File: config.mk
export PLATFORM = sky130hd
export DESIGN_NAME = cmd_fifo
export DESIGN_NICKNAME = d
export VERILOG_FILES = /design/src/mem_cmd_pkg.sv /design/src/cmd_fifo.sv
export SDC_FILE = /design/constraint.sdc
export NUM_CORES = 1
export LEC_CHECK = 0
export BUFFER_PORTS_ARGS = -buffer_cell sky130_fd_sc_hd__buf_2
export CORE_UTILIZATION = 40
export CTS_BUF_LIST = sky130_fd_sc_hd__clkbuf_8
export CTS_CLUSTER_SIZE = 20
export DETAILED_ROUTE_END_ITERATION = 12
export PLACE_DENSITY_LB_ADDON = 0.08
export SETUP_SLACK_MARGIN = 0.3
export SLEW_MARGIN = 20
export SYNTH_ARGS = -nofsm -noshare
export SYNTH_HDL_FRONTEND = slang
export SYNTH_SLANG_ARGS = --single-unit
File: constraint.sdc
create_clock -name wb_clk_i -period 6.94 [get_ports wb_clk_i]
set_clock_uncertainty 0.1 [all_clocks]
set_input_delay 1.735 -clock wb_clk_i [delete_from_list [all_inputs] [get_ports wb_clk_i]]
set_output_delay 1.735 -clock wb_clk_i [all_outputs]
set_load 0.03 [all_outputs]
File: src/mem_cmd_pkg.sv
package mem_cmd_pkg;

    // stream-side opcode, one bit
    typedef enum logic {
        MEM_RD = 1'b0,
        MEM_WR = 1'b1
    } mem_op_e;

    // command as seen on the input stream, 69 bits
    typedef struct packed {
        mem_op_e     op;
        logic [31:0] addr;  // byte address, [1:0] unused
        logic [31:0] data;  // write data
        logic [3:0]  sel;   // bit n enables byte n
    } mem_cmd_t;

    // read response, one per read command
    typedef struct packed {
        logic [31:0] rdata;
    } mem_rsp_t;

endpackage

File: src/cmd_fifo.sv
`timescale 1ns/1ps

module cmd_fifo #(
    parameter int FIFO_DEPTH = 4
) (
    input  logic                  wb_clk_i,
    input  logic                  rst_n_i,

    input  logic                  in_valid_i,
    output logic                  in_ready_o,
    input  mem_cmd_pkg::mem_cmd_t in_i,

    output logic                  out_valid_o,
    input  logic                  out_ready_i,
    output mem_cmd_pkg::mem_cmd_t out_o
);

    localparam int PTR_W = (FIFO_DEPTH > 1) ? $clog2(FIFO_DEPTH) : 1;
    localparam int CNT_W = $clog2(FIFO_DEPTH + 1);

    mem_cmd_pkg::mem_cmd_t buf_q [FIFO_DEPTH];

    logic [PTR_W-1:0] wr_ptr_q;
    logic [PTR_W-1:0] rd_ptr_q;
    logic [CNT_W-1:0] count_q;
    logic             full;
    logic             empty;
    logic             push;
    logic             pop;

    assign full  = (count_q == CNT_W'(FIFO_DEPTH));
    assign empty = (count_q == '0);

    assign in_ready_o  = ~full;
    assign out_valid_o = ~empty;

    assign push = in_valid_i & ~full;
    assign pop  = out_valid_o & out_ready_i;

    assign out_o = buf_q[rd_ptr_q];  // head entry

    // storage, no reset needed on payload
    always_ff @(posedge wb_clk_i) begin
        if (push) begin
            buf_q[wr_ptr_q] <= in_i;
        end
    end

    always_ff @(posedge wb_clk_i or negedge rst_n_i) begin
        if (!rst_n_i) begin
            wr_ptr_q <= '0;
            rd_ptr_q <= '0;
            count_q  <= '0;
        end else begin
            if (push) begin
                // wrap explicitly, depth need not be a power of two
                wr_ptr_q <= (wr_ptr_q == PTR_W'(FIFO_DEPTH - 1)) ? '0 : wr_ptr_q + 1'b1;
            end
            if (pop) begin
                rd_ptr_q <= (rd_ptr_q == PTR_W'(FIFO_DEPTH - 1)) ? '0 : rd_ptr_q + 1'b1;
            end
            case ({push, pop})
                2'b10:   count_q <= count_q + 1'b1;
                2'b01:   count_q <= count_q - 1'b1;
                default: count_q <= count_q;  // none, or push and pop together
            endcase
        end
    end

endmodule

==> out/results.tsv <==
stage	metric	value	unit
clocking	clk_latency	530	ps
route	antenna_left	0	
place	hpwlAfterDp	11160	µm
synth	syn_area_per_cell	26.17	µm²
sta	fin_crit_sh	0.6965	
pwr	seq_power_share	0.442	
pwr	p_sw	1.926	mW
finish	layout-drive-gt1-share	0.4319	
place	numPortBuffers	143	
pwr	clockPowerShare	0.231	
synth	async_reset_ff_frac	0.02473	
clocking	cts-root-buf	clkbuf_8	
critical_path	ff2ff_path_depth	3	
synth	synth.ff_latch_count	283	
hold_path	hp-start	count_q[2]	
global_routing	antenna_found_initial	4	
clocking	post_cts_buffers	0	
place	dpl_worst_slack	2532	ps
clocking	cts.path.max_buffers	3	
finish	final-seq-area	8471	µm²
finish	finish.utilization	0.4874	
clocking	cts_resized	0	
sta	rsz0062_at_grt	false	
clocking	clock_sinks	283	
place	place_area	11570	µm²
die	core-area	25470	µm²
synth	synth.distinct_cells	21	
pwr	powerDensity	446.9	nW/µm²
pwr	internal_power	3.623	mW
sta	hold_viol_final	0	
clocking	cts_max_level	2	
route	via_per_inst	5.087	
critical_path	critPathKind	reg -> out	
sta	fin_ws	2106	ps
clocking	path_clk_slew	60	ps
sta	fmax	206.9	MHz
global_routing	track_usage	0.1481	
critical_path	critPathLaunchType	flop	
route	wirelength	19470	µm
synth	syn_nets	482	
die	initial_core_util	0.4130	
critical_path	cp-end-kind	output port	
critical_path	arrival	3000	ps
synth	synthCells	402	
synth	synth-main-ff-cell	edfxtp_1	
synth	synth_edf_count	276	
sta	final.min_clock_period	4834	ps
synth	syn_area	10520	µm²
global_routing	grt_pass1_vias	5323	
critical_path	crit_buf_inv	2	
route	drt_iter0_markers	255	
die	die_h	164.2	µm
global_routing	grt_pass1_wl	29410	µm
global_routing	grt-ovfl-total	0	
finish	fillers	2097	
finish	multi_input_area	1913	µm²
die	die-area	26950	µm²
finish	fin_nets	662	
global_routing	grt_max_degree	72	
critical_path	r2r_slack	4500	ps
pwr	cellLeakagePower	4.368	nW
synth	yosysWarnings	0	
finish	area_growth	18.03	%
sta	slew_headroom	0.3270	
pwr	pwr-share-comb	0.327	
clocking	cts_tree	built	
route	wl_per_cell	20.69	µm
clocking	numCtsBuffers	46	
die	fp.dieW	164.2	µm
die	ios	144	
hold_path	hp-class	reg -> reg	
critical_path	path_cells	buf_4 -> mux4_1 -> buf_2	
synth	yosysSeqAreaShare	0.8046	
sta	drv_slew	0	
critical_path	critical_path.startpoint	rd_ptr_q[0]	
pwr	finalPower	5.549	mW
hold_path	whs_endpoint	count_q[2]	
critical_path	cp_slowest_cell	dfrtp_4	
sta	worstMarginPinSlew	1009	ps
route	drc	0	
sta	finalSetupViolations	0	
outcome	outcome	complete, no violations	
pwr	p_sw_frac	0.3471	
route	dr.pass1.iters	5	
critical_path	path_delay_family	flip-flops	
sta	setup_tns	0	ps
critical_path	r2r-start	count_q[2]	
die	fp-row-count	58	
clocking	holdBufCountCts	0	
critical_path	regToRegEndpoint	buf_q[1][20]	
place	place_congestion	0.6693	
route	route.vias.total	4787	
critical_path	slowest_delay	1090	ps
run	max_cap_viol_count	0	
critical_path	crit_cells	3	
critical_path	critPathMaxFanout	51	
hold_path	holdPathStages	1	
finish	final_cell_area	12420	µm²
pwr	vdd.ir_drop.worst	0.2163	mV
critical_path	crit_required	5110	ps
==> state kept, by name, summed over array words and instances (netlist names) <==
name,cells
count_q,3
wr_ptr_q,2
rd_ptr_q,2
buf_q,276
==> layout by cell type (no fill, tap or decap), drive strengths merged, types with 2 or more instances in the layout <==
master / instances
mux4: 69
mux2: 4
nand2: 3
inv: 20
clkbuf: 49
diode: 2
nor2: 3
and3: 4
edfxtp: 276
dfrtp: 7
xor2: 2
clkinv: 10
buf: 149
ha: 6
==> through the flow <==
| step | hold slack, ps | std cells |
|---|---|---|
| global route | 402.5 | 939 |
| CTS | 399.6 | 938 |
| global placement | 366.6 | 863 |
| floorplan | 348.1 | 402 |
| finish | 390.6 | 941 |
| detailed placement | 384.6 | 863 |
==> cells in the mapped netlist (all sizes together) (2+ instances only) <==
cell	number	area, µm²
xor2	2	17.52
ha	6	75.07
edfxtp	276	8288
nand2	3	18.77
dfrtp	7	175.2
inv	6	22.52
mux2	4	52.55
buf	16	136.4
nor2	3	11.26
mux4	69	1644
and3	4	25.02
==> cell families (layout without fill, tap and decap cells) <==
family / after synthesis / count (layout) / share of synthesized area
buffers and inverters: 23 / 230 / 0.01546
XOR/XNOR: 3 / 3 / 0.002498
multiplexers: 73 / 73 / 0.1613
AND/OR/NAND/NOR: 12 / 12 / 0.006661
adder cells (fa/ha/maj): 7 / 7 / 0.009040
other: 0 / 2 / 0
AO/OA/AOI/OAI: 1 / 1 / 0.0004753
flip-flops: 283 / 283 / 0.8046
==> routing by layer <==
layer,vias to the layer above,part of all wire,track usage
met2,157,0.49,0.2465
met5,-,0.0022,0
met3,40,0.074,0.04596
met4,6,0.020,0.04840
li1,2114,-,-
met1,2470,0.41,0.1842
==> final cells by class <==
cell class                      instances  share of cell area
Timing Repair Buffer                  149             0.06288
Inverter                                6            0.001814
Tap cell                              330             0.03326
Clock buffer                           49             0.05432
Sequential cell                       283              0.6823
Clock inverter                         26             0.01098
Antenna cell                            2           0.0004031
Multi-Input combinational cell         96              0.1541
==> power by group through the flow <==
| stage | clock network (mW) | registers, mW | logic [mW] |
|---|---|---|---|
| 6_report | 1.28 | 2.45 | 1.81 |
| 5_1_grt | 1.40 | 2.50 | 1.93 |
| 3_3_place_gp | 0 | 2.54 | 1.79 |
| 4_1_cts | 1.32 | 2.53 | 1.80 |
| 3_5_place_dp | 0 | 2.56 | 1.79 |
| 2_1_floorplan | 0 | 2.36 | 1.47 |
==> worst max path at each step <==
| stage | slack, ps | end |
|---|---|---|
| 6_report | 2110 | out_o[7] |
| 5_1_grt | 1850 | out_o[7] |
| 4_1_cts | 1940 | out_o[23] |
| 3_5_place_dp | 2530 | out_o[23] |
| 3_3_place_gp | 2520 | out_o[23] |
| 2_1_floorplan | 3000 | buf_q[3][0] |
(Power assumes the default switching activity.)
