--- src/mem_cmd_pkg.sv ---
package mem_cmd_pkg;

    // stream-side opcode, one bit
    typedef enum logic {
        MEM_RD = 1'b0,
        MEM_WR = 1'b1
    } mem_op_e;

    // command as seen on the input stream, 69 bits
    typedef struct packed {
        mem_op_e     op;
        logic [31:0] addr;  // byte address, [1:0] unused
        logic [31:0] data;  // write data
        logic [3:0]  sel;   // bit n enables byte n
    } mem_cmd_t;

    // read response, one per read command
    typedef struct packed {
        logic [31:0] rdata;
    } mem_rsp_t;

endpackage

--- src/wb_pkg.sv ---
package wb_pkg;

    // host to slave, classic single-cycle wishbone
    typedef struct packed {
        logic        cyc;
        logic        stb;
        logic        we;
        logic [31:0] adr;
        logic [31:0] dat;
        logic [3:0]  sel;
    } wb_req_t;

    // slave to host
    typedef struct packed {
        logic        ack;
        logic [31:0] dat;  // read data, valid with ack on reads
    } wb_rsp_t;

endpackage

--- src/wb_host.sv ---
`timescale 1ns/1ps

module wb_host (
    input  logic                  wb_clk_i,
    input  logic                  rst_n_i,

    // popped from the command fifo
    input  logic                  cmd_valid_i,
    output logic                  cmd_ready_o,
    input  mem_cmd_pkg::mem_cmd_t cmd_i,

    // wishbone master side
    output wb_pkg::wb_req_t       wb_req_o,
    input  wb_pkg::wb_rsp_t       wb_rsp_i,

    // read responses, in command order
    output logic                  rsp_valid_o,
    input  logic                  rsp_ready_i,
    output mem_cmd_pkg::mem_rsp_t rsp_o
);

    typedef enum logic [1:0] {
        IDLE = 2'd0,
        BUS  = 2'd1,
        RESP = 2'd2
    } host_state_e;

    host_state_e           state_q;
    host_state_e           state_d;
    wb_pkg::wb_req_t       req_q;
    mem_cmd_pkg::mem_rsp_t rsp_q;
    logic                  pop;
    logic                  bus_done;

    // new command only taken when idle
    assign cmd_ready_o = (state_q == IDLE);
    assign pop         = cmd_valid_i & cmd_ready_o;
    assign bus_done    = (state_q == BUS) & wb_rsp_i.ack;

    assign wb_req_o    = req_q;
    assign rsp_valid_o = (state_q == RESP);
    assign rsp_o       = rsp_q;

    always_comb begin
        state_d = state_q;
        case (state_q)
            IDLE: begin
                if (pop) begin
                    state_d = BUS;
                end
            end
            BUS: begin
                if (wb_rsp_i.ack) begin
                    state_d = req_q.we ? IDLE : RESP;  // writes give no response
                end
            end
            RESP: begin
                if (rsp_ready_i) begin
                    state_d = IDLE;
                end
            end
            default: state_d = IDLE;
        endcase
    end

    always_ff @(posedge wb_clk_i or negedge rst_n_i) begin
        if (!rst_n_i) begin
            state_q <= IDLE;
            req_q   <= '0;
        end else begin
            state_q <= state_d;
            if (pop) begin
                // start of cycle, stb high from next clock
                req_q.cyc <= 1'b1;
                req_q.stb <= 1'b1;
                req_q.we  <= (cmd_i.op == mem_cmd_pkg::MEM_WR);
                req_q.adr <= cmd_i.addr;
                req_q.dat <= cmd_i.data;
                req_q.sel <= cmd_i.sel;
            end else if (bus_done) begin
                req_q.cyc <= 1'b0;  // drop right after ack
                req_q.stb <= 1'b0;
            end
        end
    end

    // capture read data with the ack
    always_ff @(posedge wb_clk_i) begin
        if (bus_done && !req_q.we) begin
            rsp_q.rdata <= wb_rsp_i.dat;
        end
    end

endmodule

--- config.mk ---
export PLATFORM = sky130hd
export DESIGN_NAME = wb_host
export DESIGN_NICKNAME = d
export VERILOG_FILES = /design/src/mem_cmd_pkg.sv /design/src/wb_pkg.sv /design/src/wb_host.sv
export SDC_FILE = /design/constraint.sdc
export NUM_CORES = 1
export LEC_CHECK = 0
export BUFFER_PORTS_ARGS = -buffer_cell sky130_fd_sc_hd__buf_2
export CAP_MARGIN = 30
export CORE_UTILIZATION = 39
export DETAILED_ROUTE_END_ITERATION = 6
export PLACE_DENSITY = 0.86
export SYNTH_ARGS = -nofsm -noshare
export SYNTH_HDL_FRONTEND = slang
export SYNTH_SLANG_ARGS = --single-unit
--- constraint.sdc ---
create_clock -name wb_clk_i -period 3.1 [get_ports wb_clk_i]
set_input_delay 0.465 -clock wb_clk_i [delete_from_list [all_inputs] [get_ports wb_clk_i]]
set_output_delay 0.465 -clock wb_clk_i [all_outputs]
set_load 0.1 [all_outputs]
==> results.cfg, run 1 <==
[grt]
grt_pass1_vias = 2602
grt_antenna_before_repair = 0
grt_overflow = 0
maximum_number_of_pins_on_one_net_before_global_route_repair = 70
grt.total_usage = 0.162
grt_first_pass_wirelength_um = 12300

[placed_design]
placed_cells_incl_taps = 508
hpwl_um = 5770
port-buffer-count = 210
postPlaceCellArea_um2 = 4850
detailedPlace.worstSlack_ns = 1.08
gpl.final_weighted_congestion = 0.693

[clock_network]
cts_root_buffer = sky130_fd_sc_hd__clkbuf_8
postCtsResizedCells = 0
cts.sinks = 104
ctsHtreeMaxLevel = 3
number_of_cts_inserted_buffers = 9
clkTransAtPathRegs_ns = 0.11
cts_tree = built
post_cts_setup_buffer_count = 0
clk-insertion-delay-late_ns = 0.36
ctsLongestPathBuffers = 2
cts_hold_buffers = 0

[timing]
period_utilisation_layout = 0.651
fin_setup_tns_ns = 0
timing.final.ws_setup_ns = 1.08
grt_setup_unrepaired = no
maxClockFrequency_mhz = 495
setup_violations = 0
final-hold-violation-count = 0
maxSlewViolCount = 0
clock_skew_ns = 0.0164
worst_case_headroom_to_the_max_slew_limit = 0.419
worst_pin_slew_ns = 0.871
fin_crit_ns = 2.02

[layout]
finalInstanceArea_um2 = 5040
layout.cells.most_common = sky130_fd_sc_hd__buf_2
final_cell_mix = sky130_fd_sc_hd__buf_2 (210), sky130_fd_sc_hd__dfrtp_1 (72), sky130_fd_sc_hd__mux2_2 (59), sky130_fd_sc_hd__edfxtp_1 (32), sky130_fd_sc_hd__mux2_1 (10)
final_layout_size_suffix_gt1_frac = 0.697
final_nets = 517
fillCellCount = 745
number_of_inserted_diodes = 0
final_cells = 524
synthToLayoutAreaGrowth_pct = 37.5

[setup_path]
timing.critical_path.arrival_ns = 1.55
crit_path_start = state_q[1]
critPathLaunchType = register
crit-reg2reg-launch = state_q[1]
endpoint = rsp_valid_o
worst_r2r_path_depth = 3
crit_required_ns = 2.63
criticalPathCategory = reg2out
setup.worst_path.end_class = primary output
path_max_fanout = 6
timing.rr.end = wb_req_o[30]
regToRegSetupSlack_ns = 1.13

[floorplan]
floorplan.io_pins = 211
die_w_um = 98.9
fp.dieArea_um2 = 9780
core_box_area_um2 = 8890
fp.dieH_um = 98.9
core.rowCount = 34
start_util = 0.412

[flow_run]
max_cap_viol_count = 0

[synth]
synth_fp_nets = 301
synth.avg_cell_area_um2 = 18.8
mappedNetlistArea_um2 = 3660
synth_seq_area_share = 0.754
syn-instance-count = 195
synth_seq_cells = 104
yosys_warns = 0
yosysUniqueCellTypes = 15

[min_path]
hp-class = in2async

[detailed_routing]
initialDrtViolationCount = 45
drc = 0
drt_pre_antenna_iters = 4
postRouteWirelength_um = 7770
antenna_left = 0
wl_per_cell_um = 14.8
routed_via_density = 4.64
dr_total_vias = 2431

[status]
result_of_the_run = finished clean
cell families after synthesis:
logic type / Yosys count / synth area share
buf+inv: 11 / 0.0171
simple gates: 6 / 0.00888
mux: 69 / 0.212
compound gates: 5 / 0.00751
flops: 104 / 0.754
per-layer routing:
metal | vias to the layer above | part of all wire | track usage | routed length [um]
met5 | - | 0 | 0 | 0
met4 | 0 | 0.022 | 0.0700 | 172
met3 | 17 | 0.069 | 0.0418 | 533
met2 | 126 | 0.53 | 0.288 | 4090
met1 | 1156 | 0.38 | 0.184 | 2970
li1 | 1132 | - | - | -
per-stage QoR:
stage                     utilization  hold WS [ns]
after global placement          0.545         0.465
final                           0.567         0.172
after floorplan                     -         0.169
after global routing            0.567         0.219
after detailed placement        0.545         0.469
after CTS                       0.567         0.189
critical path, cell delays in order, from the launching register on:
cell and delay, ns:
sky130_fd_sc_hd__dfrtp_1 0.51, sky130_fd_sc_hd__inv_1 0.11, sky130_fd_sc_hd__nor2_1 0.14, sky130_fd_sc_hd__buf_2 0.44
worst min path at each step:
| stage | slack (ns) | start | to |
|---|---|---|---|
| after floorplan | 0.17 | rst_n_i | state_q[0] |
| after global placement | 0.46 | wb_req_o[46] | wb_req_o[46] |
| after detailed placement | 0.47 | wb_req_o[44] | wb_req_o[44] |
| after CTS | 0.19 | rst_n_i | wb_req_o[42] |
| after global routing | 0.22 | rst_n_i | wb_req_o[42] |
| final | 0.17 | rst_n_i | wb_req_o[42] |
state kept, by name (all words and copies together), names as in the netlist:
| name | flops |
|---|---|
| state_q | 2 |
| wb_req_o | 70 |
| rsp_o | 32 |
layout make-up:
cell class	count	area [um^2]	area share
clock buffers	9	124	0.0246
clock inverters	7	63.8	0.0127
inverters	3	11.3	0.00224
multi-input cells	80	855	0.170
flip-flops and latches	104	2760	0.548
well taps	108	135	0.0268
repair buffers	213	1090	0.216
cell usage after synthesis:
library cell	instances	area share
sky130_fd_sc_hd__mux2_2	59	0.18
sky130_fd_sc_hd__o21ai_0	3	0.0041
sky130_fd_sc_hd__a21o_1	1	0.0021
sky130_fd_sc_hd__a21oi_1	1	0.0014
sky130_fd_sc_hd__nor3b_2	1	0.0034
sky130_fd_sc_hd__nor3_1	1	0.0014
sky130_fd_sc_hd__buf_4	2	0.0041
sky130_fd_sc_hd__dfrtp_1	72	0.49
sky130_fd_sc_hd__nand2_1	1	0.0010
sky130_fd_sc_hd__buf_2	5	0.0068
sky130_fd_sc_hd__edfxtp_1	32	0.26
sky130_fd_sc_hd__buf_6	1	0.0031
sky130_fd_sc_hd__nor2_1	3	0.0031
sky130_fd_sc_hd__mux2_1	10	0.031
sky130_fd_sc_hd__inv_1	3	0.0031
Power of run 1 is not shown: default switching activity piles up to over one toggle a cycle in this logic, so the estimate is an artifact.
==> run 2, diff against run 1 <==
--- a/config.mk
+++ b/config.mk
@@ -7,9 +7,9 @@
 export LEC_CHECK = 0
 export BUFFER_PORTS_ARGS = -buffer_cell sky130_fd_sc_hd__buf_2
 export CAP_MARGIN = 30
-export CORE_UTILIZATION = 39
+export CORE_UTILIZATION = 43
 export DETAILED_ROUTE_END_ITERATION = 6
-export PLACE_DENSITY = 0.86
+export PLACE_DENSITY = 0.9
 export SYNTH_ARGS = -nofsm -noshare
 export SYNTH_HDL_FRONTEND = slang
 export SYNTH_SLANG_ARGS = --single-unit
==> constraint.sdc (replaced) <==
create_clock -name wb_clk_i -period 1.95 [get_ports wb_clk_i]
set_input_delay 0.2925 -clock wb_clk_i [delete_from_list [all_inputs] [get_ports wb_clk_i]]
set_output_delay 0.2925 -clock wb_clk_i [all_outputs]
set_load 0.1 [all_outputs]
==> results.cfg, run 2 (synthesis gave the netlist of run 1 again) <==
[status]
result_of_the_run = finished clean

[clock_network]
cts_hold_buffers = 1
ctsHtreeMaxLevel = 3
post_cts_setup_buffer_count = 0
postCtsResizedCells = 0
cts.sinks = 104
number_of_cts_inserted_buffers = 9
clkTransAtPathRegs_ns = 0.10
cts_tree = built
cts_root_buffer = sky130_fd_sc_hd__clkbuf_8
clk-insertion-delay-late_ns = 0.35
ctsLongestPathBuffers = 2

[layout]
final_cell_mix = sky130_fd_sc_hd__buf_2 (209), sky130_fd_sc_hd__dfrtp_1 (71), sky130_fd_sc_hd__mux2_2 (59), sky130_fd_sc_hd__edfxtp_1 (32), sky130_fd_sc_hd__mux2_1 (10)
layout.cells.most_common = sky130_fd_sc_hd__buf_2
synthToLayoutAreaGrowth_pct = 38.5
largest_register_ff_count = 70
finalInstanceArea_um2 = 5070
number_of_inserted_diodes = 0
fillCellCount = 635
final_layout_size_suffix_gt1_frac = 0.698
final_nets = 518

[grt]
maximum_number_of_pins_on_one_net_before_global_route_repair = 70
grt_overflow = 0
grt_first_pass_wirelength_um = 12000
grt_antenna_before_repair = 0
grt_pass1_vias = 2466
grt.total_usage = 0.181

[placed_design]
hpwl_um = 6040
port-buffer-count = 210
gpl.final_weighted_congestion = 0.710
postPlaceCellArea_um2 = 4880

[setup_path]
regToRegSetupSlack_ns = 0.28
timing.critical_path.max_delay_family = buffers and inverters
timing.rr.end = wb_req_o[13]
crit-reg2reg-launch = state_q[1]
setup.worst_path.end_class = primary output
critical_path.cell_chain = inv_1 -> nor2_2 -> buf_2
critPathMaxStageDelay_ns = 0.53
critPathLaunchType = register
crit_required_ns = 1.66
cp_num_cells = 3
path_max_fanout = 6
timing.critical_path.buf_inv = 2
timing.critical_path.arrival_ns = 1.55
worst_r2r_path_depth = 3
criticalPathCategory = reg2out
cell_with_the_largest_stage_delay_on_the_worst_path = sky130_fd_sc_hd__dfrtp_1

[timing]
maxSlewViolCount = 0
fin_setup_tns_ns = 0
grt_setup_unrepaired = no
clock_skew_ns = 0.0107
fin_crit_ns = 1.84
worst_hold_slack_ns = 0.106
maxClockFrequency_mhz = 543
worst_pin_slew_ns = 0.529
final-hold-violation-count = 0
period_utilisation_layout = 0.944
setup_violations = 0
worst_case_headroom_to_the_max_slew_limit = 0.650

[detailed_routing]
postRouteWirelength_um = 7950
drc = 0
wl_per_cell_um = 15.2
routed_via_density = 4.64
drt_pre_antenna_iters = 4
initialDrtViolationCount = 43
dr_total_vias = 2424
antenna_left = 0

[floorplan]
floorplan.io_pins = 211
core_box_area_um2 = 8220
fp.dieArea_um2 = 8890
die_w_um = 94.3
start_util = 0.446
core.rowCount = 33
fp.dieH_um = 94.3

[flow_run]
max_cap_viol_count = 0

[min_path]
worst_hold_path.num_cells = 1
hold_path.startpoint = wb_rsp_i[24]
hp-class = in2reg
worst_hold_path.endpoint = rsp_o[24]
run 2: area by class of cell:
cell class	instances	area, um^2	share of cell area
Inverter	3	11.3	0.00222
Sequential cell	104	2760	0.545
Tap cell	105	131	0.0259
Clock buffer	12	156	0.0308
Timing Repair Buffer	214	1120	0.221
Multi-Input combinational cell	80	860	0.169
Clock inverter	4	27.5	0.00543
run 2: worst max path at each step:
stage                       startpoint      endpoint  slack [ns]
after floorplan           wb_req_o[68]      rsp_o[0]        0.06
after global placement      state_q[1]  wb_req_o[22]        0.37
after detailed placement    state_q[1]  wb_req_o[13]        0.29
after CTS                   state_q[1]   rsp_valid_o        0.08
after global routing        state_q[1]   rsp_valid_o        0.02
final                       state_q[1]   rsp_valid_o        0.11
run 2: routing by layer:
layer  vias up  global-route usage  wire length (um)
met5         -                   0                 0
met4         0              0.0551                55
met3         5              0.0534               633
met2       116               0.324              4230
met1      1173               0.208              3030
li1       1130                   -                 -
run 2: stage by stage:
stage / std cells / util / worst slack [ns]
6_report: 522 / 0.617 / 0.109
5_1_grt: 522 / 0.617 / 0.0191
4_1_cts: 522 / 0.617 / 0.0785
3_5_place_dp: 505 / 0.594 / 0.295
3_3_place_gp: 505 / 0.594 / 0.371
2_1_floorplan: 195 / - / 0.0564
Power of run 2 is left out for the same reason.
==> run 3, diff against run 2 <==
--- a/config.mk
+++ b/config.mk
@@ -7,6 +7,7 @@
 export LEC_CHECK = 0
 export BUFFER_PORTS_ARGS = -buffer_cell sky130_fd_sc_hd__buf_2
 export CAP_MARGIN = 30
+export CORE_MARGIN = 2
 export CORE_UTILIZATION = 43
 export DETAILED_ROUTE_END_ITERATION = 6
 export PLACE_DENSITY = 0.9
==> constraint.sdc (replaced) <==
create_clock -name wb_clk_i -period 2.1 [get_ports wb_clk_i]
set_input_delay 0.315 -clock wb_clk_i [delete_from_list [all_inputs] [get_ports wb_clk_i]]
set_output_delay 0.315 -clock wb_clk_i [all_outputs]
set_load 0.1 [all_outputs]
==> results.cfg, run 3 (synthesis gave the netlist of run 1 again) <==
[layout]
final_core_util = 0.613
finalInstanceArea_um2 = 5040
layout.cells.most_common = sky130_fd_sc_hd__buf_2
number_of_inserted_diodes = 0
final_nets = 518
final_cell_mix = sky130_fd_sc_hd__buf_2 (210), sky130_fd_sc_hd__dfrtp_1 (71), sky130_fd_sc_hd__mux2_2 (59), sky130_fd_sc_hd__edfxtp_1 (32), sky130_fd_sc_hd__mux2_1 (10)
synthToLayoutAreaGrowth_pct = 37.5
fillCellCount = 670
final_layout_size_suffix_gt1_frac = 0.693
largest_register_ff_count = 70

[placed_design]
port-buffer-count = 210
detailedPlace.worstSlack_ns = 0.473
gpl.final_weighted_congestion = 0.719
hpwl_um = 6160
postPlaceCellArea_um2 = 4860

[detailed_routing]
drt_pre_antenna_iters = 3
antenna_left = 0
initialDrtViolationCount = 75
postRouteWirelength_um = 8070
dr_total_vias = 2447
wl_per_cell_um = 15.5
routed_via_density = 4.69
drc = 0

[grt]
grt_antenna_before_repair = 0
grt_first_pass_wirelength_um = 11700
use_met1 = 0.185
maximum_number_of_pins_on_one_net_before_global_route_repair = 70
global_route.usage.met3 = 0.0666
groute.layer.met2.usage = 0.297
grt_pass1_vias = 2545
global_route.peak_usage_layer = met2
grt_overflow = 0
grt.total_usage = 0.167

[clock_network]
clk-insertion-delay-late_ns = 0.34
cts_root_buffer = sky130_fd_sc_hd__clkbuf_8
ctsLongestPathBuffers = 2
cts_tree = built
postCtsResizedCells = 0
number_of_cts_inserted_buffers = 9
ctsHtreeMaxLevel = 3
clkTransAtPathRegs_ns = 0.09
cts.sinks = 104

[min_path]
hp-class = in2reg

[setup_path]
criticalPathCategory = reg2out
cell_with_the_largest_stage_delay_on_the_worst_path = sky130_fd_sc_hd__dfrtp_1
critical_path.cell_chain = inv_1 -> nor2_2 -> buf_2
crit_required_ns = 1.78
setup.worst_path.end_class = primary output
critPathLaunchType = register
path_max_fanout = 6
critPathMaxStageDelay_ns = 0.51
timing.critical_path.arrival_ns = 1.52

[floorplan]
fp.dieH_um = 96.3
floorplan.io_pins = 211
die_w_um = 96.3
start_util = 0.446
fp.dieArea_um2 = 9270
core.rowCount = 33
core_box_area_um2 = 8220

[timing]
setup_violations = 0
clock_skew_ns = 0.00594
grt_setup_unrepaired = no
period_utilisation_layout = 0.873
worst_pin_slew_ns = 0.593
fin_setup_tns_ns = 0
maxClockFrequency_mhz = 545
timing.final.ws_setup_ns = 0.266
worst_case_headroom_to_the_max_slew_limit = 0.605
final-hold-violation-count = 0
maxSlewViolCount = 0
fin_crit_ns = 1.83

[status]
result_of_the_run = finished clean

[flow_run]
max_cap_viol_count = 0
==> run 3: routing by layer <==
layer	vias up	part of all wire
li1	1128	-
met1	1182	0.36
met2	131	0.52
met3	6	0.11
met4	0	0.0073
met5	-	0
==> run 3: repair_timing <==
| action | 4_1_cts | 5_1_grt |
|---|---|---|
| endpoints found under the hold margin | 24 | 0 |
| buffers inserted | 0 | 0 |
| hold buffers | 1 | 0 |
==> run 3: path summary, 6_finish.rpt <==
kind	from	end	slack, ns	cells past startpoint
max in group asynchronous	rst_n_i	wb_req_o[37]	0.93	3
min	wb_rsp_i[4]	rsp_o[4]	0.14	1
max	state_q[1]	rsp_valid_o	0.27	3
min in group asynchronous	rst_n_i	wb_req_o[24]	0.50	2
max reg2reg	state_q[1]	wb_req_o[26]	0.45	3
min reg2reg	wb_req_o[44]	wb_req_o[44]	0.49	1
==> run 3: through the flow <==
step,std cells,hold WS (ns)
floorplan,195,0.0194
detailed placement,505,0.345
finish,522,0.142
global route,522,0.106
CTS,522,0.121
global placement,505,0.338
==> run 3: layout make-up <==
| cell class | instances | area (um^2) | share of cell area |
|---|---|---|---|
| Clock buffer | 11 | 131 | 0.0261 |
| Clock inverter | 5 | 33.8 | 0.00671 |
| Inverter | 3 | 11.3 | 0.00224 |
| Multi-Input combinational cell | 80 | 857 | 0.170 |
| Sequential cell | 104 | 2760 | 0.549 |
| Tap cell | 105 | 131 | 0.0261 |
| Timing Repair Buffer | 214 | 1110 | 0.220 |
==> run 3: worst max-delay path: cells and delay by family (launching register included) <==
kind	cells	cell delay (ns)
buffers and inverters	2	0.55
DFF	1	0.51
and+or+nand+nor	1	0.13
Power of run 3 is left out for the same reason.
